File: src/rv_pkg.sv
package rv_pkg;

  // datapath widths
  localparam int XLEN   = 32;
  localparam int REG_AW = 5;

  // instruction field positions
  localparam int OPCODE_LSB = 0;
  localparam int OPCODE_W   = 7;
  localparam int RD_LSB     = 7;
  localparam int FUNCT3_LSB = 12;
  localparam int FUNCT3_W   = 3;
  localparam int RS1_LSB    = 15;
  localparam int RS2_LSB    = 20;
  localparam int FUNCT7_LSB = 25;
  // funct7 bit that selects sub and sra
  localparam int F7_ALT_BIT = FUNCT7_LSB + 5;

  // major opcodes kept by this core
  typedef enum logic [6:0] {
    OPC_LOAD   = 7'b0000011,
    OPC_OP_IMM = 7'b0010011,
    OPC_STORE  = 7'b0100011,
    OPC_OP     = 7'b0110011,
    OPC_LUI    = 7'b0110111,
    OPC_BRANCH = 7'b1100011,
    OPC_JAL    = 7'b1101111
  } opcode_e;

  typedef enum logic [3:0] {
    ALU_ADD,
    ALU_SUB,
    ALU_AND,
    ALU_OR,
    ALU_XOR,
    ALU_SLT,
    ALU_SLTU,
    ALU_SLL,
    ALU_SRL,
    ALU_SRA,
    ALU_PASS_B
  } alu_op_e;

  typedef enum logic [1:0] {
    FWD_NONE,
    FWD_MEM,
    FWD_WB
  } fwd_sel_e;

  typedef enum logic [1:0] {
    WB_ALU,
    WB_LOAD,
    WB_PC4
  } wb_sel_e;

endpackage

File: src/pipe_if.sv
`timescale 1ns/1ps

// decode to execute
interface id_ex_if import rv_pkg::*; ();
  logic              valid;
  logic [XLEN-1:0]   pc;
  logic [REG_AW-1:0] rs1_addr;
  logic [REG_AW-1:0] rs2_addr;
  logic [XLEN-1:0]   rs1_data;
  logic [XLEN-1:0]   rs2_data;
  logic [XLEN-1:0]   imm;
  logic [REG_AW-1:0] rd;
  logic              rd_wren;
  alu_op_e           alu_op;
  logic              opa_pc;
  logic              opb_imm;
  logic              branch;
  logic [2:0]        br_funct3;
  logic              jump;
  logic              mem_wren;
  logic              mem_rden;
  wb_sel_e           wb_sel;

  modport decode (
    output valid, pc, rs1_addr, rs2_addr, rs1_data, rs2_data, imm, rd, rd_wren,
           alu_op, opa_pc, opb_imm, branch, br_funct3, jump, mem_wren, mem_rden, wb_sel
  );
  modport execute (
    input valid, pc, rs1_data, rs2_data, imm, rd, rd_wren, alu_op, opa_pc, opb_imm,
          branch, br_funct3, jump, mem_wren, mem_rden, wb_sel
  );
  modport hazard (input rs1_addr, rs2_addr, mem_rden, rd);
endinterface

// execute to memory
interface ex_mem_if import rv_pkg::*; ();
  logic              valid;
  logic [XLEN-1:0]   pc;
  logic [XLEN-1:0]   alu_result;
  logic [XLEN-1:0]   store_data;
  logic [REG_AW-1:0] rd;
  logic              rd_wren;
  logic              mem_wren;
  logic              mem_rden;
  wb_sel_e           wb_sel;

  modport execute (
    output valid, pc, alu_result, store_data, rd, rd_wren, mem_wren, mem_rden, wb_sel
  );
  modport memory (
    input valid, pc, alu_result, store_data, rd, rd_wren, mem_wren, mem_rden, wb_sel
  );
  modport hazard (input rd, rd_wren, valid);
endinterface

// memory to writeback
interface mem_wb_if import rv_pkg::*; ();
  logic              valid;
  logic [XLEN-1:0]   pc;
  logic [REG_AW-1:0] rd;
  logic              rd_wren;
  logic [XLEN-1:0]   wdata;

  modport memory (output valid, pc, rd, rd_wren, wdata);
  modport writeback (input rd, rd_wren, wdata);
  modport hazard (input valid, rd, rd_wren);
  modport fwd (input wdata);
endinterface

File: src/hazard_unit.sv
`timescale 1ns/1ps

module hazard_unit import rv_pkg::*; (
  input  logic              i_redirect,
  id_ex_if.hazard           id_ex,
  ex_mem_if.hazard          ex_mem,
  mem_wb_if.hazard          mem_wb,
  input  logic [REG_AW-1:0] i_id_rs1,
  input  logic [REG_AW-1:0] i_id_rs2,
  input  logic              i_id_valid,
  output logic              o_stall,
  output logic              o_bubble,
  output logic              o_flush,
  output fwd_sel_e          o_fwd_a,
  output fwd_sel_e          o_fwd_b
);

  logic mem_src;
  logic wb_src;
  logic load_use;

  // nearest producer wins
  function automatic fwd_sel_e fwd_pick(input logic [REG_AW-1:0] rs,
                                        input logic [REG_AW-1:0] mem_rd, input logic mem_en,
                                        input logic [REG_AW-1:0] wb_rd, input logic wb_en);
    if (mem_en && mem_rd == rs) begin
      return FWD_MEM;
    end else if (wb_en && wb_rd == rs) begin
      return FWD_WB;
    end
    return FWD_NONE;
  endfunction

  // x0 is never a forwarding source
  assign mem_src = ex_mem.valid && ex_mem.rd_wren && ex_mem.rd != '0;
  assign wb_src  = mem_wb.valid && mem_wb.rd_wren && mem_wb.rd != '0;

  assign o_fwd_a = fwd_pick(id_ex.rs1_addr, ex_mem.rd, mem_src, mem_wb.rd, wb_src);
  assign o_fwd_b = fwd_pick(id_ex.rs2_addr, ex_mem.rd, mem_src, mem_wb.rd, wb_src);

  // load in execute feeding the instruction in decode
  assign load_use = i_id_valid && id_ex.mem_rden && id_ex.rd != '0 &&
                    (id_ex.rd == i_id_rs1 || id_ex.rd == i_id_rs2);

  // a taken redirect kills the stalled instruction anyway
  assign o_flush  = i_redirect;
  assign o_stall  = load_use && !i_redirect;
  assign o_bubble = load_use && !i_redirect;

endmodule

File: src/flat_wrapper.sv
// flat-port wrapper written by rule: the top's interface ports become plain ports
module hazard_unit_flat import rv_pkg::*;
  (i_redirect, i_id_rs1, i_id_rs2, i_id_valid, o_stall, o_bubble, o_flush, o_fwd_a, o_fwd_b, id_ex_rs1_addr, id_ex_rs2_addr, id_ex_mem_rden, id_ex_rd, ex_mem_rd, ex_mem_rd_wren, ex_mem_valid, mem_wb_valid, mem_wb_rd, mem_wb_rd_wren);
  id_ex_if id_ex_i ();
  ex_mem_if ex_mem_i ();
  mem_wb_if mem_wb_i ();
  input  logic i_redirect;
  input  logic [REG_AW-1:0] i_id_rs1;
  input  logic [REG_AW-1:0] i_id_rs2;
  input  logic i_id_valid;
  output logic o_stall;
  output logic o_bubble;
  output logic o_flush;
  output fwd_sel_e o_fwd_a;
  output fwd_sel_e o_fwd_b;
  input wire logic [$bits(id_ex_i.rs1_addr)-1:0] id_ex_rs1_addr;
  input wire logic [$bits(id_ex_i.rs2_addr)-1:0] id_ex_rs2_addr;
  input wire logic [$bits(id_ex_i.mem_rden)-1:0] id_ex_mem_rden;
  input wire logic [$bits(id_ex_i.rd)-1:0] id_ex_rd;
  input wire logic [$bits(ex_mem_i.rd)-1:0] ex_mem_rd;
  input wire logic [$bits(ex_mem_i.rd_wren)-1:0] ex_mem_rd_wren;
  input wire logic [$bits(ex_mem_i.valid)-1:0] ex_mem_valid;
  input wire logic [$bits(mem_wb_i.valid)-1:0] mem_wb_valid;
  input wire logic [$bits(mem_wb_i.rd)-1:0] mem_wb_rd;
  input wire logic [$bits(mem_wb_i.rd_wren)-1:0] mem_wb_rd_wren;
  assign id_ex_i.rs1_addr = id_ex_rs1_addr;
  assign id_ex_i.rs2_addr = id_ex_rs2_addr;
  assign id_ex_i.mem_rden = id_ex_mem_rden;
  assign id_ex_i.rd = id_ex_rd;
  assign ex_mem_i.rd = ex_mem_rd;
  assign ex_mem_i.rd_wren = ex_mem_rd_wren;
  assign ex_mem_i.valid = ex_mem_valid;
  assign mem_wb_i.valid = mem_wb_valid;
  assign mem_wb_i.rd = mem_wb_rd;
  assign mem_wb_i.rd_wren = mem_wb_rd_wren;
  hazard_unit u_core (.i_redirect(i_redirect), .id_ex(id_ex_i), .ex_mem(ex_mem_i), .mem_wb(mem_wb_i), .i_id_rs1(i_id_rs1), .i_id_rs2(i_id_rs2), .i_id_valid(i_id_valid), .o_stall(o_stall), .o_bubble(o_bubble), .o_flush(o_flush), .o_fwd_a(o_fwd_a), .o_fwd_b(o_fwd_b));
endmodule
File: config.mk
export PLATFORM = sky130hd
export DESIGN_NAME = hazard_unit_flat
export DESIGN_NICKNAME = d
export VERILOG_FILES = /design/src/rv_pkg.sv /design/src/pipe_if.sv /design/src/hazard_unit.sv /design/src/flat_wrapper.sv
export SDC_FILE = /design/constraint.sdc
export NUM_CORES = 1
export LEC_CHECK = 0
export BUFFER_PORTS_ARGS = -buffer_cell sky130_fd_sc_hd__clkbuf_2
export CORE_AREA = 5 5 42 44
export DETAILED_ROUTE_END_ITERATION = 8
export DIE_AREA = 0 0 47 49
export PLACE_DENSITY = 0.77
export SYNTH_ARGS = -nofsm -noshare
export SYNTH_HDL_FRONTEND = slang
export SYNTH_SLANG_ARGS = --single-unit
export TNS_END_PERCENT = 20
File: constraint.sdc
create_clock -name vclk -period 2.5
set_input_delay 0.125 -clock vclk [all_inputs]
set_output_delay 0.125 -clock vclk [all_outputs]
set_load 0.02 [all_outputs]
## After elaboration in Yosys (flattened, before gate mapping)

Index checks and enable logic that the tools add are counted.

- Register bits after elaboration: 0
- Output and inout bits: 7
- Logic and storage cells: 33
- Bits of input ports: 42

- Muxes and demuxes: 10
- Reduce and logical (&&, ||, !) cells: 17
- Equal/unequal tests: 6

Operators by type and width:

| cell | number |
|---|---|
| == test 5 bit | 6 |
| nonzero test 5 bit | 3 |
| logical AND 1 bit | 12 |
| two-way mux 2 bit | 6 |
| two-way mux 1 bit | 4 |
| zero test 1 bit | 1 |
| logical OR 1 bit | 1 |

## Longest topological paths before layout

- Depth after elaboration: 6
- Gate-level depth with buffers: 5
- Mapped depth without buffers: 4

## Least setup slack after synthesis

OpenSTA, ideal clock, no wires.

- Path kind: input to output
- From: input port ex_mem_rd[0]
- To: output port o_fwd_a[1]
- Data arrival time: 1.508 ns
- Slack: 0.867 ns
- Path buffers: 0
- Stages on the path: 4
- Path through: or4_1 -> o211ai_2 -> nor4_1 -> nor4_2

- Word-level cells in the longest chain between the ends: 5
- Elaborated cells between the ends (all ways): 7
- Classes of those cells: 1 x eq/ne; 3 x mux; 3 x reduce/logical

Ends and longest elaborated chain:

| element | line | source |
|---|---|---|
| start: declaration | flat_wrapper.sv:20 | `input wire logic [$bits(ex_mem_i.rd)-1:0] ex_mem_rd;` |
| nonzero test 5 bit | hazard_unit.sv:35 | `assign mem_src = ex_mem.valid && ex_mem.rd_wren && ex_mem.rd != '0;` |
| logical AND 1 bit | hazard_unit.sv:35 |  |
| logical AND 1 bit (*) | hazard_unit.sv:26 | `if (mem_en && mem_rd == rs) begin` |
| two-way mux 2 bit / two-way mux 1 bit (equally long branches) | hazard_unit.sv:26 |  |
| two-way mux 2 bit (*) | hazard_unit.sv:31 | `return FWD_NONE;` |
| end: declaration | flat_wrapper.sv:14 | `output fwd_sel_e o_fwd_a;` |

Every way passes the cells marked *; elsewhere a longest branch is shown, timed or not.

## Final worst setup path

Ends and elaborated chain as after synthesis.

==> flow_metrics.py <==
metrics = {
    "floorplanning": {
        "die-area_um2": 2300,
        "die-width_um": 47,
        "die_h_um": 49,
        "initial_core_util_pct": 30.0,
        "io_pins": 49,
        "fp.coreArea_um2": 1400,
        "fp-row-count": 14,
    },
    "setup_path": {
        "max_stage_delay_ps": 540,
        "critical_path.max_fanout": 3,
        "crit_type": "input port to output pin",
        "cp.arrival_ps": 1550,
        "cp.required_ps": 2380,
        "worst-path-buf-inv": 2,
        "path_cells": "clkbuf_2 -> or4_1 -> o211ai_2 -> nor4_1 -> nor4_2 -> clkbuf_2",
        "crit_path_end_kind": "output pin",
        "start_kind": "input port",
        "cp_slowest_cell": "or4_1",
        "cp_common_cell": "clkbuf_2",
        "path_delay_family": "simple AND/OR/NAND/NOR gates",
    },
    "sta": {
        "max_freq_mhz": 598,
        "rsz0062_at_grt": "no",
        "setup_tns_ps": 0,
        "setup_ws_ps": 829,
        "slew_violations": 0,
        "slew_headroom_pct": 70.0,
        "fin_crit_ps": 1670,
        "fin_crit_sh_pct": 66.9,
        "setup_viol": 0,
        "worst_slew_pin_slew_ps": 446,
        "hold_viol": 0,
    },
    "global_routing": {
        "grt_pass1_vias": 565,
        "grt_max_degree": 4,
        "grt_first_pass_wirelength_um": 2160,
        "grt_usage_pct": 11.7,
        "grt-ovfl-total": 0,
        "antenna_found_initial": 0,
    },
    "logic_synthesis": {
        "syn_area_um2": 420,
        "yosysSeqAreaShare_pct": 0,
        "synth.area.top_cells": "xor2_1 42%, xnor2_1 21%, or4_1 8.9%, nor4_2 6.0%, nand3_1 4.8%",
        "synth_simple_gate_area_share_pct": 26.8,
        "synth_compound_area_share_pct": 7.14,
        "synthCells": 53,
        "yosys.area.top_type": "xor2_1",
        "synth_top_family_by_area": "XOR/XNOR gates",
        "synthAdderAreaFrac_pct": 0,
        "synth_mux_area_share_pct": 0,
        "synth-xor-area-share_pct": 62.5,
        "synth_top_area_share_pct": 41.7,
        "yosys_warnings": 0,
        "yosysUniqueCellTypes": 14,
        "synth_nets": 95,
        "syn-mean-instance-area_um2": 7.93,
    },
    "cells_and_area": {
        "clockBufferCount": 0,
        "synthToLayoutAreaGrowth_pct": 59.5,
        "seq_area_um2": 0,
        "n_antenna_cell": 0,
        "final_layout_size_suffix_gt1_share_pct": 52.0,
        "layout_commonest_cell": "clkbuf_2",
        "final_cell_mix": "49 x clkbuf_2, 20 x xor2_1, 10 x xnor2_1",
        "seq_cell_count": 0,
        "nNetsFinal": 144,
    },
    "run": {
        "drv_cap": 0,
    },
    "power_and_ir_drop": {
        "powerDensity_nw_per_um2": 150,
        "swShare_pct": 47.8,
        "power_frac_clock_pct": 0,
        "worst_ir_drop_vdd_mv": 0.0627,
        "pwr-share-comb_pct": 100.0,
        "power.leakage_uw": 0.000334,
        "switching_power_uw": 48.1,
        "pwr-share-seq_pct": 0,
        "p_int_uw": 52.7,
        "fin_total_pwr_uw": 101,
    },
    "route": {
        "wl_um": 1420,
        "vias_per_cell": 4.92,
        "ant_nets": 0,
        "drtIter0Drc": 1,
        "drt-pass1-iter-count": 4,
        "vias": 571,
        "drc": 0,
        "wl_per_cell_um": 12.2,
    },
    "placement": {
        "pre_cts_ws_ps": 811,
        "port_buffers": 49,
        "place.gp.congestion": 0.913,
        "dp_hpwl_um": 1380,
    },
    "cts": {
        "ctsResizeCount": 0,
        "post-cts-setup-buffer-count": 0,
        "cts_hold_buf": 0,
    },
    "hold_path": {
        "hold_path.class": "input port to output pin",
    },
    "status": {
        "outcome": "finished clean",
    },
}
[logic make-up (layout without fill, tap and decap cells)]
group / count (synthesis) / after routing
compound gates: 4 / 4
xor+xnor: 30 / 30
buf+inv: 2 / 49
simple gates: 17 / 17
[per-layer routing]
metal	global-route usage, %	vias to the layer above	wire length, um
met5	0	-	0
met4	0	0	0
met3	2.21	0	251
met2	23.5	44	718
met1	12.4	245	444
li1	-	282	-
[power by group through the flow]
stage | registers (uW) | logic [uW] | clock network [uW]
finish | 0 | 101 | 0
floorplan | 0 | 46.6 | 0
global route | 0 | 110 | 0
global placement | 0 | 99.4 | 0
CTS | 0 | 102 | 0
detailed placement | 0 | 102 | 0
[stage by stage]
stage	std cells	instance area, um2	hold slack [ps]	util (%)
5_1_grt	116	671	498	47.9
6_report	116	671	483	47.9
3_3_place_gp	116	671	483	47.9
2_1_floorplan	53	420	363	-
4_1_cts	116	671	486	47.9
3_5_place_dp	116	671	485	47.9
[cells in the mapped netlist, drive strengths merged]
cell type / number
xor2: 20
buf: 2
nor2: 1
or4: 5
nor3: 2
nand3: 4
o21ai: 1
o211ai: 2
xnor2: 10
nor4: 4
nand2: 1
a21oi: 1
[final cells by class]
type | instances | area [um2]
fill | 141 | 731
tap | 16 | 20.0
multi-input combinational | 51 | 405
timing repair buffer | 49 | 245
[final timing paths]
kind | startpoint | end | slack, ps | depth (start not counted)
setup / recovery | ex_mem_rd[0] | o_fwd_a[1] | 830 | 6
hold / removal | i_redirect | o_flush | 480 | 2
No activity file was read; power rests on OpenSTA's default activity.
