File: src/rv_pkg.sv
package rv_pkg;

  // datapath widths
  localparam int XLEN   = 32;
  localparam int REG_AW = 5;

  // instruction field positions
  localparam int OPCODE_LSB = 0;
  localparam int OPCODE_W   = 7;
  localparam int RD_LSB     = 7;
  localparam int FUNCT3_LSB = 12;
  localparam int FUNCT3_W   = 3;
  localparam int RS1_LSB    = 15;
  localparam int RS2_LSB    = 20;
  localparam int FUNCT7_LSB = 25;
  // funct7 bit that selects sub and sra
  localparam int F7_ALT_BIT = FUNCT7_LSB + 5;

  // major opcodes kept by this core
  typedef enum logic [6:0] {
    OPC_LOAD   = 7'b0000011,
    OPC_OP_IMM = 7'b0010011,
    OPC_STORE  = 7'b0100011,
    OPC_OP     = 7'b0110011,
    OPC_LUI    = 7'b0110111,
    OPC_BRANCH = 7'b1100011,
    OPC_JAL    = 7'b1101111
  } opcode_e;

  typedef enum logic [3:0] {
    ALU_ADD,
    ALU_SUB,
    ALU_AND,
    ALU_OR,
    ALU_XOR,
    ALU_SLT,
    ALU_SLTU,
    ALU_SLL,
    ALU_SRL,
    ALU_SRA,
    ALU_PASS_B
  } alu_op_e;

  typedef enum logic [1:0] {
    FWD_NONE,
    FWD_MEM,
    FWD_WB
  } fwd_sel_e;

  typedef enum logic [1:0] {
    WB_ALU,
    WB_LOAD,
    WB_PC4
  } wb_sel_e;

endpackage

File: src/pipe_if.sv
`timescale 1ns/1ps

// decode to execute
interface id_ex_if import rv_pkg::*; ();
  logic              valid;
  logic [XLEN-1:0]   pc;
  logic [REG_AW-1:0] rs1_addr;
  logic [REG_AW-1:0] rs2_addr;
  logic [XLEN-1:0]   rs1_data;
  logic [XLEN-1:0]   rs2_data;
  logic [XLEN-1:0]   imm;
  logic [REG_AW-1:0] rd;
  logic              rd_wren;
  alu_op_e           alu_op;
  logic              opa_pc;
  logic              opb_imm;
  logic              branch;
  logic [2:0]        br_funct3;
  logic              jump;
  logic              mem_wren;
  logic              mem_rden;
  wb_sel_e           wb_sel;

  modport decode (
    output valid, pc, rs1_addr, rs2_addr, rs1_data, rs2_data, imm, rd, rd_wren,
           alu_op, opa_pc, opb_imm, branch, br_funct3, jump, mem_wren, mem_rden, wb_sel
  );
  modport execute (
    input valid, pc, rs1_data, rs2_data, imm, rd, rd_wren, alu_op, opa_pc, opb_imm,
          branch, br_funct3, jump, mem_wren, mem_rden, wb_sel
  );
  modport hazard (input rs1_addr, rs2_addr, mem_rden, rd);
endinterface

// execute to memory
interface ex_mem_if import rv_pkg::*; ();
  logic              valid;
  logic [XLEN-1:0]   pc;
  logic [XLEN-1:0]   alu_result;
  logic [XLEN-1:0]   store_data;
  logic [REG_AW-1:0] rd;
  logic              rd_wren;
  logic              mem_wren;
  logic              mem_rden;
  wb_sel_e           wb_sel;

  modport execute (
    output valid, pc, alu_result, store_data, rd, rd_wren, mem_wren, mem_rden, wb_sel
  );
  modport memory (
    input valid, pc, alu_result, store_data, rd, rd_wren, mem_wren, mem_rden, wb_sel
  );
  modport hazard (input rd, rd_wren, valid);
endinterface

// memory to writeback
interface mem_wb_if import rv_pkg::*; ();
  logic              valid;
  logic [XLEN-1:0]   pc;
  logic [REG_AW-1:0] rd;
  logic              rd_wren;
  logic [XLEN-1:0]   wdata;

  modport memory (output valid, pc, rd, rd_wren, wdata);
  modport writeback (input rd, rd_wren, wdata);
  modport hazard (input valid, rd, rd_wren);
  modport fwd (input wdata);
endinterface

File: src/execute_stage.sv
`timescale 1ns/1ps

module execute_stage import rv_pkg::*; (
  input  logic            i_clk,
  input  logic            i_rst_n,
  input  fwd_sel_e        i_fwd_a,
  input  fwd_sel_e        i_fwd_b,
  id_ex_if.execute        id_ex,
  mem_wb_if.fwd           mem_wb,
  ex_mem_if.execute       ex_mem,
  output logic            o_redirect,
  output logic [XLEN-1:0] o_redirect_pc
);

  logic [XLEN-1:0] src_a;
  logic [XLEN-1:0] src_b;
  logic [XLEN-1:0] op_a;
  logic [XLEN-1:0] op_b;
  logic [XLEN-1:0] alu_out;
  logic [XLEN-1:0] result;
  logic            eq;
  logic            lt;
  logic            br_take;

  function automatic logic [XLEN-1:0] fwd_mux(input fwd_sel_e sel,
                                              input logic [XLEN-1:0] reg_val,
                                              input logic [XLEN-1:0] mem_val,
                                              input logic [XLEN-1:0] wb_val);
    case (sel)
      FWD_MEM: return mem_val;
      FWD_WB:  return wb_val;
      default: return reg_val;
    endcase
  endfunction

  // mem-stage value is the ex/mem result field, which also carries the jal link
  assign src_a = fwd_mux(i_fwd_a, id_ex.rs1_data, ex_mem.alu_result, mem_wb.wdata);
  assign src_b = fwd_mux(i_fwd_b, id_ex.rs2_data, ex_mem.alu_result, mem_wb.wdata);

  assign op_a = id_ex.opa_pc ? id_ex.pc : src_a;
  assign op_b = id_ex.opb_imm ? id_ex.imm : src_b;

  always_comb begin
    case (id_ex.alu_op)
      ALU_ADD:    alu_out = op_a + op_b;
      ALU_SUB:    alu_out = op_a - op_b;
      ALU_AND:    alu_out = op_a & op_b;
      ALU_OR:     alu_out = op_a | op_b;
      ALU_XOR:    alu_out = op_a ^ op_b;
      ALU_SLT:    alu_out = {{(XLEN-1){1'b0}}, $signed(op_a) < $signed(op_b)};
      ALU_SLTU:   alu_out = {{(XLEN-1){1'b0}}, op_a < op_b};
      ALU_SLL:    alu_out = op_a << op_b[4:0];
      ALU_SRL:    alu_out = op_a >> op_b[4:0];
      ALU_SRA:    alu_out = $signed(op_a) >>> op_b[4:0];
      ALU_PASS_B: alu_out = op_b;
      default:    alu_out = '0;
    endcase
  end

  // signed branch compare on forwarded registers
  assign eq = src_a == src_b;
  assign lt = $signed(src_a) < $signed(src_b);

  always_comb begin
    case (id_ex.br_funct3)
      3'b000:  br_take = eq;
      3'b001:  br_take = !eq;
      3'b100:  br_take = lt;
      3'b101:  br_take = !lt;
      default: br_take = 1'b0;
    endcase
  end

  assign o_redirect    = id_ex.valid && (id_ex.jump || (id_ex.branch && br_take));
  assign o_redirect_pc = id_ex.pc + id_ex.imm;

  // jal writes back its return address
  assign result = id_ex.jump ? id_ex.pc + XLEN'(4) : alu_out;

  // EX/MEM register
  always_ff @(posedge i_clk) begin
    if (!i_rst_n) begin
      ex_mem.valid    <= 1'b0;
      ex_mem.rd_wren  <= 1'b0;
      ex_mem.mem_wren <= 1'b0;
      ex_mem.mem_rden <= 1'b0;
    end else begin
      ex_mem.valid    <= id_ex.valid;
      ex_mem.rd_wren  <= id_ex.valid && id_ex.rd_wren;
      ex_mem.mem_wren <= id_ex.valid && id_ex.mem_wren;
      ex_mem.mem_rden <= id_ex.valid && id_ex.mem_rden;
    end
  end

  always_ff @(posedge i_clk) begin
    ex_mem.pc         <= id_ex.pc;
    ex_mem.alu_result <= result;
    ex_mem.store_data <= src_b;
    ex_mem.rd         <= id_ex.rd;
    ex_mem.wb_sel     <= id_ex.wb_sel;
  end

endmodule

File: src/flat_wrapper.sv
// flat-port wrapper written by rule: the top's interface ports become plain ports
module execute_stage_flat import rv_pkg::*;
  (i_clk, i_rst_n, i_fwd_a, i_fwd_b, o_redirect, o_redirect_pc, id_ex_valid, id_ex_pc, id_ex_rs1_data, id_ex_rs2_data, id_ex_imm, id_ex_rd, id_ex_rd_wren, id_ex_alu_op, id_ex_opa_pc, id_ex_opb_imm, id_ex_branch, id_ex_br_funct3, id_ex_jump, id_ex_mem_wren, id_ex_mem_rden, id_ex_wb_sel, mem_wb_wdata, ex_mem_valid, ex_mem_pc, ex_mem_alu_result, ex_mem_store_data, ex_mem_rd, ex_mem_rd_wren, ex_mem_mem_wren, ex_mem_mem_rden, ex_mem_wb_sel);
  id_ex_if id_ex_i ();
  mem_wb_if mem_wb_i ();
  ex_mem_if ex_mem_i ();
  input  logic i_clk;
  input  logic i_rst_n;
  input  fwd_sel_e i_fwd_a;
  input  fwd_sel_e i_fwd_b;
  output logic o_redirect;
  output logic [XLEN-1:0] o_redirect_pc;
  input wire logic [$bits(id_ex_i.valid)-1:0] id_ex_valid;
  input wire logic [$bits(id_ex_i.pc)-1:0] id_ex_pc;
  input wire logic [$bits(id_ex_i.rs1_data)-1:0] id_ex_rs1_data;
  input wire logic [$bits(id_ex_i.rs2_data)-1:0] id_ex_rs2_data;
  input wire logic [$bits(id_ex_i.imm)-1:0] id_ex_imm;
  input wire logic [$bits(id_ex_i.rd)-1:0] id_ex_rd;
  input wire logic [$bits(id_ex_i.rd_wren)-1:0] id_ex_rd_wren;
  input wire logic [$bits(id_ex_i.alu_op)-1:0] id_ex_alu_op;
  input wire logic [$bits(id_ex_i.opa_pc)-1:0] id_ex_opa_pc;
  input wire logic [$bits(id_ex_i.opb_imm)-1:0] id_ex_opb_imm;
  input wire logic [$bits(id_ex_i.branch)-1:0] id_ex_branch;
  input wire logic [$bits(id_ex_i.br_funct3)-1:0] id_ex_br_funct3;
  input wire logic [$bits(id_ex_i.jump)-1:0] id_ex_jump;
  input wire logic [$bits(id_ex_i.mem_wren)-1:0] id_ex_mem_wren;
  input wire logic [$bits(id_ex_i.mem_rden)-1:0] id_ex_mem_rden;
  input wire logic [$bits(id_ex_i.wb_sel)-1:0] id_ex_wb_sel;
  input wire logic [$bits(mem_wb_i.wdata)-1:0] mem_wb_wdata;
  output wire logic [$bits(ex_mem_i.valid)-1:0] ex_mem_valid;
  output wire logic [$bits(ex_mem_i.pc)-1:0] ex_mem_pc;
  output wire logic [$bits(ex_mem_i.alu_result)-1:0] ex_mem_alu_result;
  output wire logic [$bits(ex_mem_i.store_data)-1:0] ex_mem_store_data;
  output wire logic [$bits(ex_mem_i.rd)-1:0] ex_mem_rd;
  output wire logic [$bits(ex_mem_i.rd_wren)-1:0] ex_mem_rd_wren;
  output wire logic [$bits(ex_mem_i.mem_wren)-1:0] ex_mem_mem_wren;
  output wire logic [$bits(ex_mem_i.mem_rden)-1:0] ex_mem_mem_rden;
  output wire logic [$bits(ex_mem_i.wb_sel)-1:0] ex_mem_wb_sel;
  assign id_ex_i.valid = id_ex_valid;
  assign id_ex_i.pc = id_ex_pc;
  assign id_ex_i.rs1_data = id_ex_rs1_data;
  assign id_ex_i.rs2_data = id_ex_rs2_data;
  assign id_ex_i.imm = id_ex_imm;
  assign id_ex_i.rd = id_ex_rd;
  assign id_ex_i.rd_wren = id_ex_rd_wren;
  assign id_ex_i.alu_op = id_ex_alu_op;
  assign id_ex_i.opa_pc = id_ex_opa_pc;
  assign id_ex_i.opb_imm = id_ex_opb_imm;
  assign id_ex_i.branch = id_ex_branch;
  assign id_ex_i.br_funct3 = id_ex_br_funct3;
  assign id_ex_i.jump = id_ex_jump;
  assign id_ex_i.mem_wren = id_ex_mem_wren;
  assign id_ex_i.mem_rden = id_ex_mem_rden;
  assign id_ex_i.wb_sel = id_ex_wb_sel;
  assign mem_wb_i.wdata = mem_wb_wdata;
  assign ex_mem_valid = ex_mem_i.valid;
  assign ex_mem_pc = ex_mem_i.pc;
  assign ex_mem_alu_result = ex_mem_i.alu_result;
  assign ex_mem_store_data = ex_mem_i.store_data;
  assign ex_mem_rd = ex_mem_i.rd;
  assign ex_mem_rd_wren = ex_mem_i.rd_wren;
  assign ex_mem_mem_wren = ex_mem_i.mem_wren;
  assign ex_mem_mem_rden = ex_mem_i.mem_rden;
  assign ex_mem_wb_sel = ex_mem_i.wb_sel;
  execute_stage u_core (.i_clk(i_clk), .i_rst_n(i_rst_n), .i_fwd_a(i_fwd_a), .i_fwd_b(i_fwd_b), .id_ex(id_ex_i), .mem_wb(mem_wb_i), .ex_mem(ex_mem_i), .o_redirect(o_redirect), .o_redirect_pc(o_redirect_pc));
endmodule
File: config.mk
export PLATFORM = sky130hd
export DESIGN_NAME = execute_stage_flat
export DESIGN_NICKNAME = d
export VERILOG_FILES = /design/src/rv_pkg.sv /design/src/pipe_if.sv /design/src/execute_stage.sv /design/src/flat_wrapper.sv
export SDC_FILE = /design/constraint.sdc
export NUM_CORES = 1
export LEC_CHECK = 0
export BUFFER_PORTS_ARGS = -buffer_cell sky130_fd_sc_hd__clkbuf_2
export CAP_MARGIN = 5
export CORE_MARGIN = 2
export CORE_UTILIZATION = 35
export CTS_CLUSTER_SIZE = 8
export DETAILED_ROUTE_END_ITERATION = 6
export PLACE_DENSITY_LB_ADDON = 0.25
export RECOVER_POWER = 50
export SYNTH_ARGS = -nofsm -noshare
export SYNTH_HDL_FRONTEND = slang
export SYNTH_SLANG_ARGS = --single-unit
File: constraint.sdc
create_clock -name i_clk -period 5 [get_ports i_clk]
set_input_delay 1 -clock i_clk [delete_from_list [all_inputs] [get_ports i_clk]]
set_output_delay 1 -clock i_clk [all_outputs]
set_load 0.01 [all_outputs]
Word-level counts from Yosys, hierarchy flattened
Index checks and enable logic that the tools add are counted.
{"block": "word_totals", "reg_bits": 107, "word_cells": 57}
{"block": "classes", "add_sub_neg": 4, "muxes": 7, "eq_ne": 18, "n_reduce_logical": 10, "shifts": 3, "n_lt_le_gt_ge": 3, "n_bitwise": 3}
{"op": "one-hot mux 32 bit (11 select lines)", "count": 1}
{"op": "one-hot mux 32 bit (2 select lines)", "count": 2}
{"op": "less-than comparator 32 bit", "count": 3}
{"op": "2-to-1 mux 32 bit", "count": 3}
{"op": "adder 32 bit", "count": 2}
{"op": "adder 32 x 3 -> 32 bit, second input constant", "count": 1}
{"op": "bitwise AND 32 bit", "count": 1}
{"op": "equality test 32 bit", "count": 1}
{"op": "bitwise OR 32 bit", "count": 1}
{"op": "<< shifter 32 x 5 -> 32 bit", "count": 1}
{"op": ">> shifter 32 x 5 -> 32 bit", "count": 1}
{"op": ">>> shifter 32 x 5 -> 32 bit", "count": 1}
{"op": "subtractor 32 bit", "count": 1}
{"op": "bitwise XOR 32 bit", "count": 1}
{"op": "equality test 4 x 3 -> 1 bit, second input constant", "count": 4}
{"op": "equality test 4 bit, second input constant", "count": 3}
{"op": "equality test 4 x 2 -> 1 bit, second input constant", "count": 2}
{"op": "equality test 3 bit, second input constant", "count": 2}
{"op": "logical AND 1 bit", "count": 5}
{"op": "equality test 2 x 1 -> 1 bit, second input constant", "count": 2}
{"op": "equality test 2 bit, second input constant", "count": 2}
{"op": "equality test 4 x 1 -> 1 bit, second input constant", "count": 1}
{"op": "logical NOT 4 bit", "count": 1}
{"op": "one-hot mux 1 bit (4 select lines)", "count": 1}
{"op": "4 further kinds", "count": 5}

Depth between registers and ports, before layout
Gate-level depths: netlist (run 1).
{"block": "logic_depth", "word_depth": 8, "ltp_mapped": 20}

Worst setup path before layout (run 1)
Ideal clock, no wire load.
{"block": "synth_timing", "kind": "input port to flip-flop", "startpoint": "in i_fwd_b[0]", "endpoint": "reg u_core.ex_mem.alu_result[29]", "setup_slack_ns": -0.224, "arrival_ns": 5.149, "stages": 18, "n_path_buf": 4, "path_cell_list": "inv_1 > ha_1 > clkbuf_1 > a221oi_1 > o31a_1 > clkbuf_1 > clkbuf_1 > buf_2 > ha_1 > nor3_1 > o21ai_0 > nand3_1 > a311oi_1 > o41ai_1 > a21oi_1 > o21ai_0 > mux2_2 > a31oi_1"}
{"block": "synth_between", "elab_chain_cells": 6}
{"element": "from (decl)", "line": "flat_wrapper.sv:10", "source": "input fwd_sel_e i_fwd_b;"}
{"element": "equality test 2 bit / equality test 2 x 1 -> 1 bit (equally long branches)", "line": "execute_stage.sv:29", "source": "case (sel)"}
{"element": "one-hot mux 32 bit (2 select lines) *", "line": "execute_stage.sv:29"}
{"element": "2-to-1 mux 32 bit *", "line": "execute_stage.sv:41", "source": "assign op_b = id_ex.opb_imm ? id_ex.imm : src_b;"}
{"element": "subtractor 32 bit (tied with other cells)", "line": "execute_stage.sv:46", "source": "ALU_SUB: alu_out = op_a - op_b;"}
{"element": "one-hot mux 32 bit (11 select lines) *", "line": "execute_stage.sv:44", "source": "case (id_ex.alu_op)"}
{"element": "2-to-1 mux 32 bit *", "line": "execute_stage.sv:78", "source": "assign result = id_ex.jump ? id_ex.pc + XLEN'(4) : alu_out;"}
{"element": "net u_core.result[29]", "line": "execute_stage.sv:20", "source": "logic [XLEN-1:0] result;"}
{"element": "to (signal assigned)", "line": "execute_stage.sv:97", "source": "ex_mem.alu_result <= result;"}
{"element": "to (decl)", "line": "pipe_if.sv:48", "source": "output valid, pc, alu_result, store_data, rd, rd_wren, mem_wren, mem_rden, wb_sel"}
Mark *: on every way through the listed nets, which the timed path passes. The rest lies on a longest branch.
A chain may end at the register's enable or synchronous reset.

Worst setup path after layout (run 1)
{"block": "layout_timing", "startpoint": "in id_ex_pc[1]", "endpoint": "out o_redirect_pc[31]"}
{"block": "layout_between", "elab_chain_cells": 1}
{"element": "from (decl)", "line": "flat_wrapper.sv:14", "source": "input wire logic [$bits(id_ex_i.pc)-1:0] id_ex_pc;"}
{"element": "adder 32 bit", "line": "execute_stage.sv:75", "source": "assign o_redirect_pc = id_ex.pc + id_ex.imm;"}
{"element": "to (decl)", "line": "flat_wrapper.sv:12", "source": "output logic [XLEN-1:0] o_redirect_pc;"}
No other way between the ends.

==> results.md, run 1 <==
- Of the cells placed in the final design, the portion with a size suffix greater than 1 is 33.21%.
- The endpoint required time on the critical path is 4.00 ns.
- Of the total power, combinational logic draws 72.7%.
- TritonCTS built the clock tree.
- The data arrival time at the worst-slack endpoint is 4.26 ns.
- The ratio of final minimum period to clock period is 105.2%.
- The async set-reset flop share out of synthesis is 0%.
- The first global-routing pass estimated 155500 um of wire.
- The core area is 49050 um^2.
- During placement, the flow inserted port buffers numbering 327.
- The sequential standard cell area is 2142 um^2.
- The critical hold path startpoint is id_ex_rd[1].
- At the end of the flow, the number of nets in the layout was 3593.
- The layout overhead on the synthesized area is 45.56%.
- The total vias in the final route is 23839.
- The synthesized design contains 107 register bits.
- The hold path endpoint is u_core.ex_mem.rd[1].
- The mean post-synth cell area is 7.258 um^2.
- The number of I/O pins is 328.
- The HPWL after detailed placement is 91410 um.
- The final worst-path setup slack is -0.2612 ns.
- The via count of the first global-routing pass is 22394.
- The distinct cell type count of the synthesized netlist is 93.
- In this run the worst hold path is classified as in -> reg.
- The number of maximum-capacitance constraint violations is 0.
- Clock skew on the completed layout was measured at 0.01388 ns.
- The vertical die dimension is 227.1 um.
- In the final layout, the multi-input gates occupy 14740 um^2.
- In this run the cell area of the synthesized design comes to 17430 um^2.
- TritonCTS created 9 clock buffers.
- The first detailed-routing pass ran for 6 iterations.
- Global routing finished with a remaining overflow of 0.
- The hold violation count in the final report is 0.
- The number of remaining DRC errors is 0.
- Setup repair after global routing could not meet its margin everywhere.
- In this run the tightest slew margin relative to its limit is 23.92%.
- The row count is 81.
- Once detail routing completed, the nets flagged for antenna violations numbered 0.
- The number of setup violations in the final report is 8.
- The register-to-register setup slack is 0.84 ns.
- Registers are responsible for 15.2% of the overall power.
- Summed over all nets, the switching power comes to 3354 uW.
- The startpoint identified for the worst register-to-register timing path is u_core.ex_mem.alu_result[10].
- Derived from the worst setup path, the maximum achievable clock frequency is 190.1 MHz.
- The violation count after the first detailed-route iteration is 3341.
- Summing internal, switching and leakage power gives 6840 uW.
- The clock network accounts for 12.1% of the total power.
- Sequential cells were found to cover 12.29% of the synthesized design area.
- The Yosys step of the flow raised 0 warnings.
- Summed over all cells, the static leakage comes to 0.01205 uW.
- The flow ran to the end, but the final reports show violations.
- The global-route usage over all layers is 41.47%.
- At the pin with the least slew margin, the transition time is 1.140 ns.
- From left edge to right edge, the die measures 227.1 um.
- For this design, the CTS-stage hold fixing added 0 buffers.
- After layout, the minimum clock period comes to 5.261 ns.
- The type of the setup path with the least slack is in -> out.
- The number of antenna violations at the first check in global routing came to 2.
- The filler cells instantiated in the layout total 4986.
- STA classifies the critical path startpoint as a primary input.
- Entering global routing, the biggest net connects 63 pins.
- The count of final max-slew check failures is 0.
- The number of nets in the synthesized netlist is 2773.
- The final weighted congestion in routability-driven placement is 1.073.
- The kind of end point of the critical path is a primary output.
- The initial cell density of the core is 35.53%.
- The clock reaches the later pin of the worst-skew pair after 0.39 ns.
- Dividing the detail-routed via count by the number of cells gives 6.127.
- The tree is rooted in a clkbuf_16.
- The die covers 51590 um^2.
- For this block, the routed nets add up to 112700 um of wire.
- The synthesized design contains 0 enable-type register cells.
- The clock transition time at the flip-flop clock pins of the worst setup and hold paths is 0.08 ns.
- Cell internal power was estimated by the tool at 3486 uW.
- The share of the core filled with cells in the final layout is 51.71%.
- The endpoint of the most critical register-to-register path is u_core.ex_mem.alu_result[11].
- The cell count after synthesis is 2401.
- The H-tree level count is 3.
- The worst IR drop on VDD is 186.2 uV.
- The power per standard cell area is 269.6 nW/um^2.
- The clock passes through at most 2 buffers.
- The clock net sink count is 107.
- The mean routed wirelength per cell is 28.97 um.
- Of all nets on the critical path, the largest fanout is 4.
- The worst hold path cell count is 1.
- Among all flip-flop cells after synthesis, the most frequent one is dfxtp_1.
- The switching power as a share of total power is 49.04%.
- The cell count of the worst reg-to-reg path is 15.
- The final reports fail on setup timing.
[layer usage]
layer  vias to the layer above  track usage (%)  part of all wire (%)
met1                     11436            54.84                    41
li1                      10488                -                     -
met4                         2            20.47                   6.2
met3                       301            8.544                    11
met5                         -                0                 0.012
met2                      1612            63.94                    42
[cells by family (layout without fill, tap and decap cells)]
logic type                 Yosys count  count (layout)  share of synthesized area (%)
AOI/OAI and AO/OA                  804             804                          32.19
and+or+nand+nor                    708             708                          19.04
buffers and inverters              336            1160                          8.171
muxes                              186             186                          11.14
adders and majority gates          184             184                          13.34
DFF                                107             107                          12.29
xor gates and xnor gates            76              76                          3.820
other                                0               2                              0
[flip-flops by register name, summed over array words and instances (netlist names)]
register,count
u_core.ex_mem.alu_result,32
u_core.ex_mem.pc,32
u_core.ex_mem.store_data,32
u_core.ex_mem.rd,5
u_core.ex_mem.wb_sel,2
u_core.ex_mem.mem_rden,1
u_core.ex_mem.mem_wren,1
u_core.ex_mem.rd_wren,1
u_core.ex_mem.valid,1
[Yosys cell counts, drive strengths merged, types with 7 or more instances]
cell type / n / share of area (%)
a211o: 11 / 0.55
xor2: 18 / 0.90
nor2b: 43 / 1.5
mux2i: 161 / 9.3
a22o: 13 / 0.65
o22ai: 17 / 0.61
a2111oi: 8 / 0.45
nor4: 14 / 0.50
a21o: 36 / 1.6
mux2: 21 / 1.4
o31ai: 15 / 0.65
nand2: 239 / 5.1
nand3: 46 / 1.3
nor2: 180 / 3.9
a21oi: 151 / 4.4
inv: 172 / 3.7
dfxtp: 107 / 12
o2111ai: 11 / 0.55
and2: 19 / 0.68
or2: 11 / 0.39
xnor2: 58 / 2.9
a32oi: 12 / 0.60
o21bai: 16 / 0.69
a221o: 49 / 2.8
nor3: 50 / 1.4
a31oi: 32 / 1.1
a22oi: 43 / 1.9
a221oi: 40 / 2.4
a311oi: 12 / 0.60
ha: 181 / 13
buf: 71 / 2.4
or3: 10 / 0.36
o31a: 7 / 0.35
nand2b: 26 / 0.93
nand4: 21 / 0.75
clkbuf: 90 / 1.9
o21ai: 191 / 5.5
o221ai: 20 / 1.2
and3: 25 / 0.90
o21a: 16 / 0.69
o211ai: 29 / 1.2
a211oi: 33 / 1.4
[layout by cell type (no fill, tap or decap), types with 19 or more instances in the layout]
cell type,n
buf_4,590
nand2_1,239
clkbuf_2,229
nor2_1,177
ha_1,162
mux2i_1,160
inv_1,157
o21ai_0,145
a21oi_1,137
clkbuf_1,110
dfxtp_1,107
xnor2_1,56
a221o_1,48
nor3_1,43
nand3_1,43
nor2b_1,40
a22oi_1,36
a21o_1,36
a31oi_1,30
o211ai_1,29
o21ai_1,28
a221oi_1,27
nand2b_1,26
a211oi_1,26
and3_1,23
nand4_1,21
mux2_2,19
[worst max-delay path, cell delays in order]
cell      delay (ns)
clkbuf_2        0.10
clkbuf_1        0.33
ha_4            0.28
a211oi_4        0.50
o211ai_1        0.29
or3b_4          0.32
a21oi_4         0.07
and3_4          0.22
a21oi_4         0.16
buf_4           0.15
a21oi_4         0.07
a211o_1         0.35
xnor2_2         0.24
clkbuf_2        0.17
[what timing repair did]
action | in CTS | in global routing
resized for setup | 126 | 109
gates cloned | 2 | 7
setup endpoints to repair | 27 | 29
pin swaps | 49 | 45
setup buffers | 21 | 17
[layout make-up]
class | count | share of cell area, %
antenna | 2 | 0.01973
sequential | 107 | 8.444
tap | 664 | 3.275
clock inverter | 4 | 0.2910
inverter | 175 | 2.614
clock buffer | 11 | 0.9174
multi-input combinational | 1958 | 58.10
timing repair buffer | 970 | 26.33
[power by group through the flow]
stage                     clock network, uW  logic (uW)  registers (uW)
after floorplan                           0        2220            1050
after global placement                    0        4480            1050
after detailed placement                  0        4500            1050
after CTS                               827        4670            1030
after global routing                    853        5200            1040
final                                   825        4970            1040
[through the flow]
step	hold slack (ns)	setup TNS, ns	setup WS [ns]	instances	instance area (um^2)
2_1_floorplan	0.6321	0	0.006033	2401	17450
3_3_place_gp	0.8428	-15.66	-1.075	3833	23760
3_5_place_dp	0.8526	-16.49	-1.169	3833	23760
4_1_cts	0.7006	-0.1101	-0.1101	3869	24810
5_1_grt	0.7093	-1.158	-0.2650	3890	25360
6_report	0.7064	-0.9376	-0.2612	3891	25370
[worst max-delay path by stage]
| stage | slack, ns | startpoint | end | depth (start not counted) |
|---|---|---|---|---|
| 6_report | -0.26 | id_ex_pc[1] | o_redirect_pc[31] | 14 |
| 5_1_grt | -0.26 | i_fwd_b[0] | o_redirect | 20 |
| 4_1_cts | -0.11 | i_fwd_b[0] | o_redirect | 19 |
| 3_5_place_dp | -1.17 | i_fwd_b[0] | u_core.ex_mem.alu_result[23] | 21 |
| 3_3_place_gp | -1.07 | i_fwd_b[0] | u_core.ex_mem.alu_result[23] | 21 |
| 2_1_floorplan | 0.006 | i_fwd_b[0] | u_core.ex_mem.alu_result[14] | 18 |
No activity file was read; power rests on OpenSTA's default activity.
==> inputs of run 2 (changes only) <==
- CTS_BUF_LIST: default -> sky130_fd_sc_hd__clkbuf_4
==> run 2 against run 1 <==
Against the previous run: final cell count fell by 0.18%; critical path type unchanged; the flow finishes with violations (DRC, setup timing); register-to-register slack got worse by 0.15 ns; hold slack got worse by 0.19 ns; fmax rose by 0.98%; clock skew rose by 0.014 ns; critical path depth did not move; worst setup slack improved by 0.051 ns; largest power group unchanged; sequential power barely moved; critical endpoint unchanged; first-iteration DRC count fell by 8.7%; combinational power fell by 1%.
==> results.md, run 2 (synthesized netlist as in run 1, its figures left out) <==
- For this run, the post-layout net count is 3585.
- Summed over all nets, the half-perimeter wirelength after detailed placement is 91410 um.
- The multi-input combinational cells in the finished layout cover a total of 14590 um^2.
- The hold violation count in the final report is 0.
- Of the total power, registers draw 16.0%.
- The tightest min-delay check is of the in -> reg type.
- The region available for standard cell placement spans 49050 um^2.
- For this run, design rule violations remaining after detail routing come to 2.
- IR analysis of the VDD net gives a maximum drop of 136.8 uV.
- The deepest clock path buffer count is 2.
- The number of setup violations in the final report is 9.
- The count of fill cells added during filler insertion is 5001.
- The global-route usage over all layers is 41.47%.
- The number of vias per cell after detailed routing is 6.147.
- The switching power as a share of total power is 50.30%.
- Setup repair after global routing could not meet its margin everywhere.
- The number of antenna violations at the first check in global routing is 4.
- The kind of end point of the critical path is a primary output.
- The total overflow left after global routing is 0.
- The mean routed wirelength per cell is 28.75 um.
- Relative to the synthesized area, the layout overhead comes to 43.34%.
- On the final layout, the worst clock skew is 0.02780 ns.
- The clock tree root driver cell is clkbuf_4.
- TritonCTS built the clock tree.
- In this run the core area contains 81 standard-cell rows.
- The library cell used most frequently in the layout, excluding fill and tap cells, is buf_4.
- The H-tree was split into 3 levels.
- The combinational power share is 75.4%.
- The share of total power dissipated in the clock network is 8.6%.
- The relative slew slack is 25.72%.
- The total length of routed wires is 111700 um.
- Once placement completed, the tool counted placed cells totaling 3833.
- In the final layout, the registers with the most flip-flops are u_core.ex_mem.alu_result: 32 flops, u_core.ex_mem.pc: 32 flops, u_core.ex_mem.store_data: 32 flops.
- The violation count after the first detailed-route iteration is 3051.
- The total vias in the final route is 23874.
- The number of I/O pins is 328.
- The congestion estimate from routability-driven global placement came to 1.073.
- The post-route netlist has 34.57% of its cells at a drive strength greater than 1.
- The floorplan step set the die width to 227.1 um.
- The first TritonRoute pass finished after 7 iterations.
- The worst slack on hold paths is 0.5193 ns.
- The count of final max-slew check failures was 0.
- The slew at the pin with the worst max-slew slack is 1.113 ns.
- The ratio of final minimum period to clock period is 104.2%.
- For the worst setup path, the data required time is 4.00 ns.
- The maximum frequency from static timing analysis is 191.9 MHz.
- Counting every sink on the clock net gives 107.
- Power spread over the standard cell area amounts to 260.8 nW/um^2.
- The maximum number of pins on one net before global-route repair is 63.
- The clock period minus final worst setup slack is 5.210 ns.
- The final worst-path setup slack is -0.2102 ns.
- The flow ran to the end, but the final reports show violations.
- The number of buffers created by CTS is 9.
- The share of the core filled with cells in the final layout is 50.92%.
- Port buffering added 327 buffers.
- The detail route stage leaves a number of antenna-violating nets equal to 0.
- Prior to clock tree synthesis, the placed netlist has a worst setup slack of -1.169 ns.
- STA classifies the critical path startpoint as a primary input.
- The analysis attributes to net switching a power of 3277 uW.
- The floorplan die area is 51590 um^2.
- The vertical die dimension is 227.1 um.
- Leaving out fill and tap cells, the most frequent cells in the layout are buf_4, clkbuf_2, nand2_1.
- The via count of the first global-routing pass is 22411.
- Across the run, the number of max-cap violations was 0.
- Along the worst path, the maximum fanout reaches 4.
- The non-filler instance count after layout is 3884.
- The data arrival time at the worst-slack endpoint is 4.21 ns.
- Registers take 2142 um^2.
- The internal power is 3238 uW.
- The checks that failed: DRC, setup timing.
- The first global-routing pass estimated 155500 um of wire.
- In this run the static leakage power is 0.01211 uW.
- The initial utilization of the core area, before any placement, comes to 35.53%.
- The clock transition time at the flip-flop clock pins of the worst setup and hold paths is 0.18 ns.
- For the worst-skew pair, the clock arrives at the later sink with an insertion delay of 0.58 ns.
- The type of the setup path with the least slack is in -> out.
## run 2: changes by cell type in the layout (fill, tap and decap cells not counted), sizes merged
cell    previous run  this run
clkbuf           354       355
buf              627       618
diode              2         3
## run 2: cell type report
cell class,count,share of cell area [%]
clock buffers,11,0.3306
multi-input cells,1958,58.43
repair buffers,962,26.37
well taps,664,3.326
inverters,175,2.645
diodes,3,0.03005
flip-flops and latches,107,8.575
clock inverters,4,0.2955
## run 2: metal layers
layer | routed length, um | global-route usage (%) | vias up
met3 | 11800 | 8.338 | 317
li1 | - | - | 10481
met2 | 47040 | 63.69 | 1576
met1 | 45900 | 55.12 | 11498
met4 | 6912 | 20.54 | 2
met5 | 13 | 0 | -
## run 2: what timing repair did
item / in CTS / in global routing
pin swaps: 46 / 38
setup endpoints to repair: 21 / 20
gates resized for setup: 112 / 76
setup buffers: 22 / 12
hold buffers: 0 / 0
cloned: 2 / 2
## run 2: path summary, 6_finish.rpt
kind	startpoint	endpoint	slack (ns)	depth (start not counted)
setup / recovery	id_ex_pc[1]	o_redirect_pc[31]	-0.21	14
hold / removal	id_ex_rd[1]	u_core.ex_mem.rd[1]	0.52	1
setup reg to reg	u_core.ex_mem.alu_result[5]	u_core.ex_mem.alu_result[29]	0.69	18
hold reg to reg	u_core.ex_mem.alu_result[22]	u_core.ex_mem.store_data[22]	0.86	4
## run 2: critical path: stages
cell and delay [ns]:
clkbuf_2 0.10, clkbuf_1 0.32, ha_4 0.28, a211oi_4 0.49
o211ai_1 0.29, or3b_4 0.31, a21oi_4 0.06, and3_4 0.22
a21oi_4 0.16, buf_4 0.15, a21oi_4 0.07, a211o_1 0.35
xnor2_2 0.24, clkbuf_2 0.17
## run 2: power groups by stage
stage | clock (uW) | combinational [uW] | sequential, uW
floorplan | 0 | 2220 | 1050
global placement | 0 | 4480 | 1050
detailed placement | 0 | 4500 | 1050
CTS | 567 | 4650 | 1030
global route | 591 | 5140 | 1040
finish | 558 | 4910 | 1040
## run 2: metrics by stage
step	power, uW	setup TNS, ns	area (um^2)
after floorplan	3266	0	17450
after global placement	5535	-15.66	23760
after detailed placement	5557	-16.49	23760
after CTS	6250	-0.1101	24610
after global routing	6771	-1.322	24980
final	6514	-1.044	24980
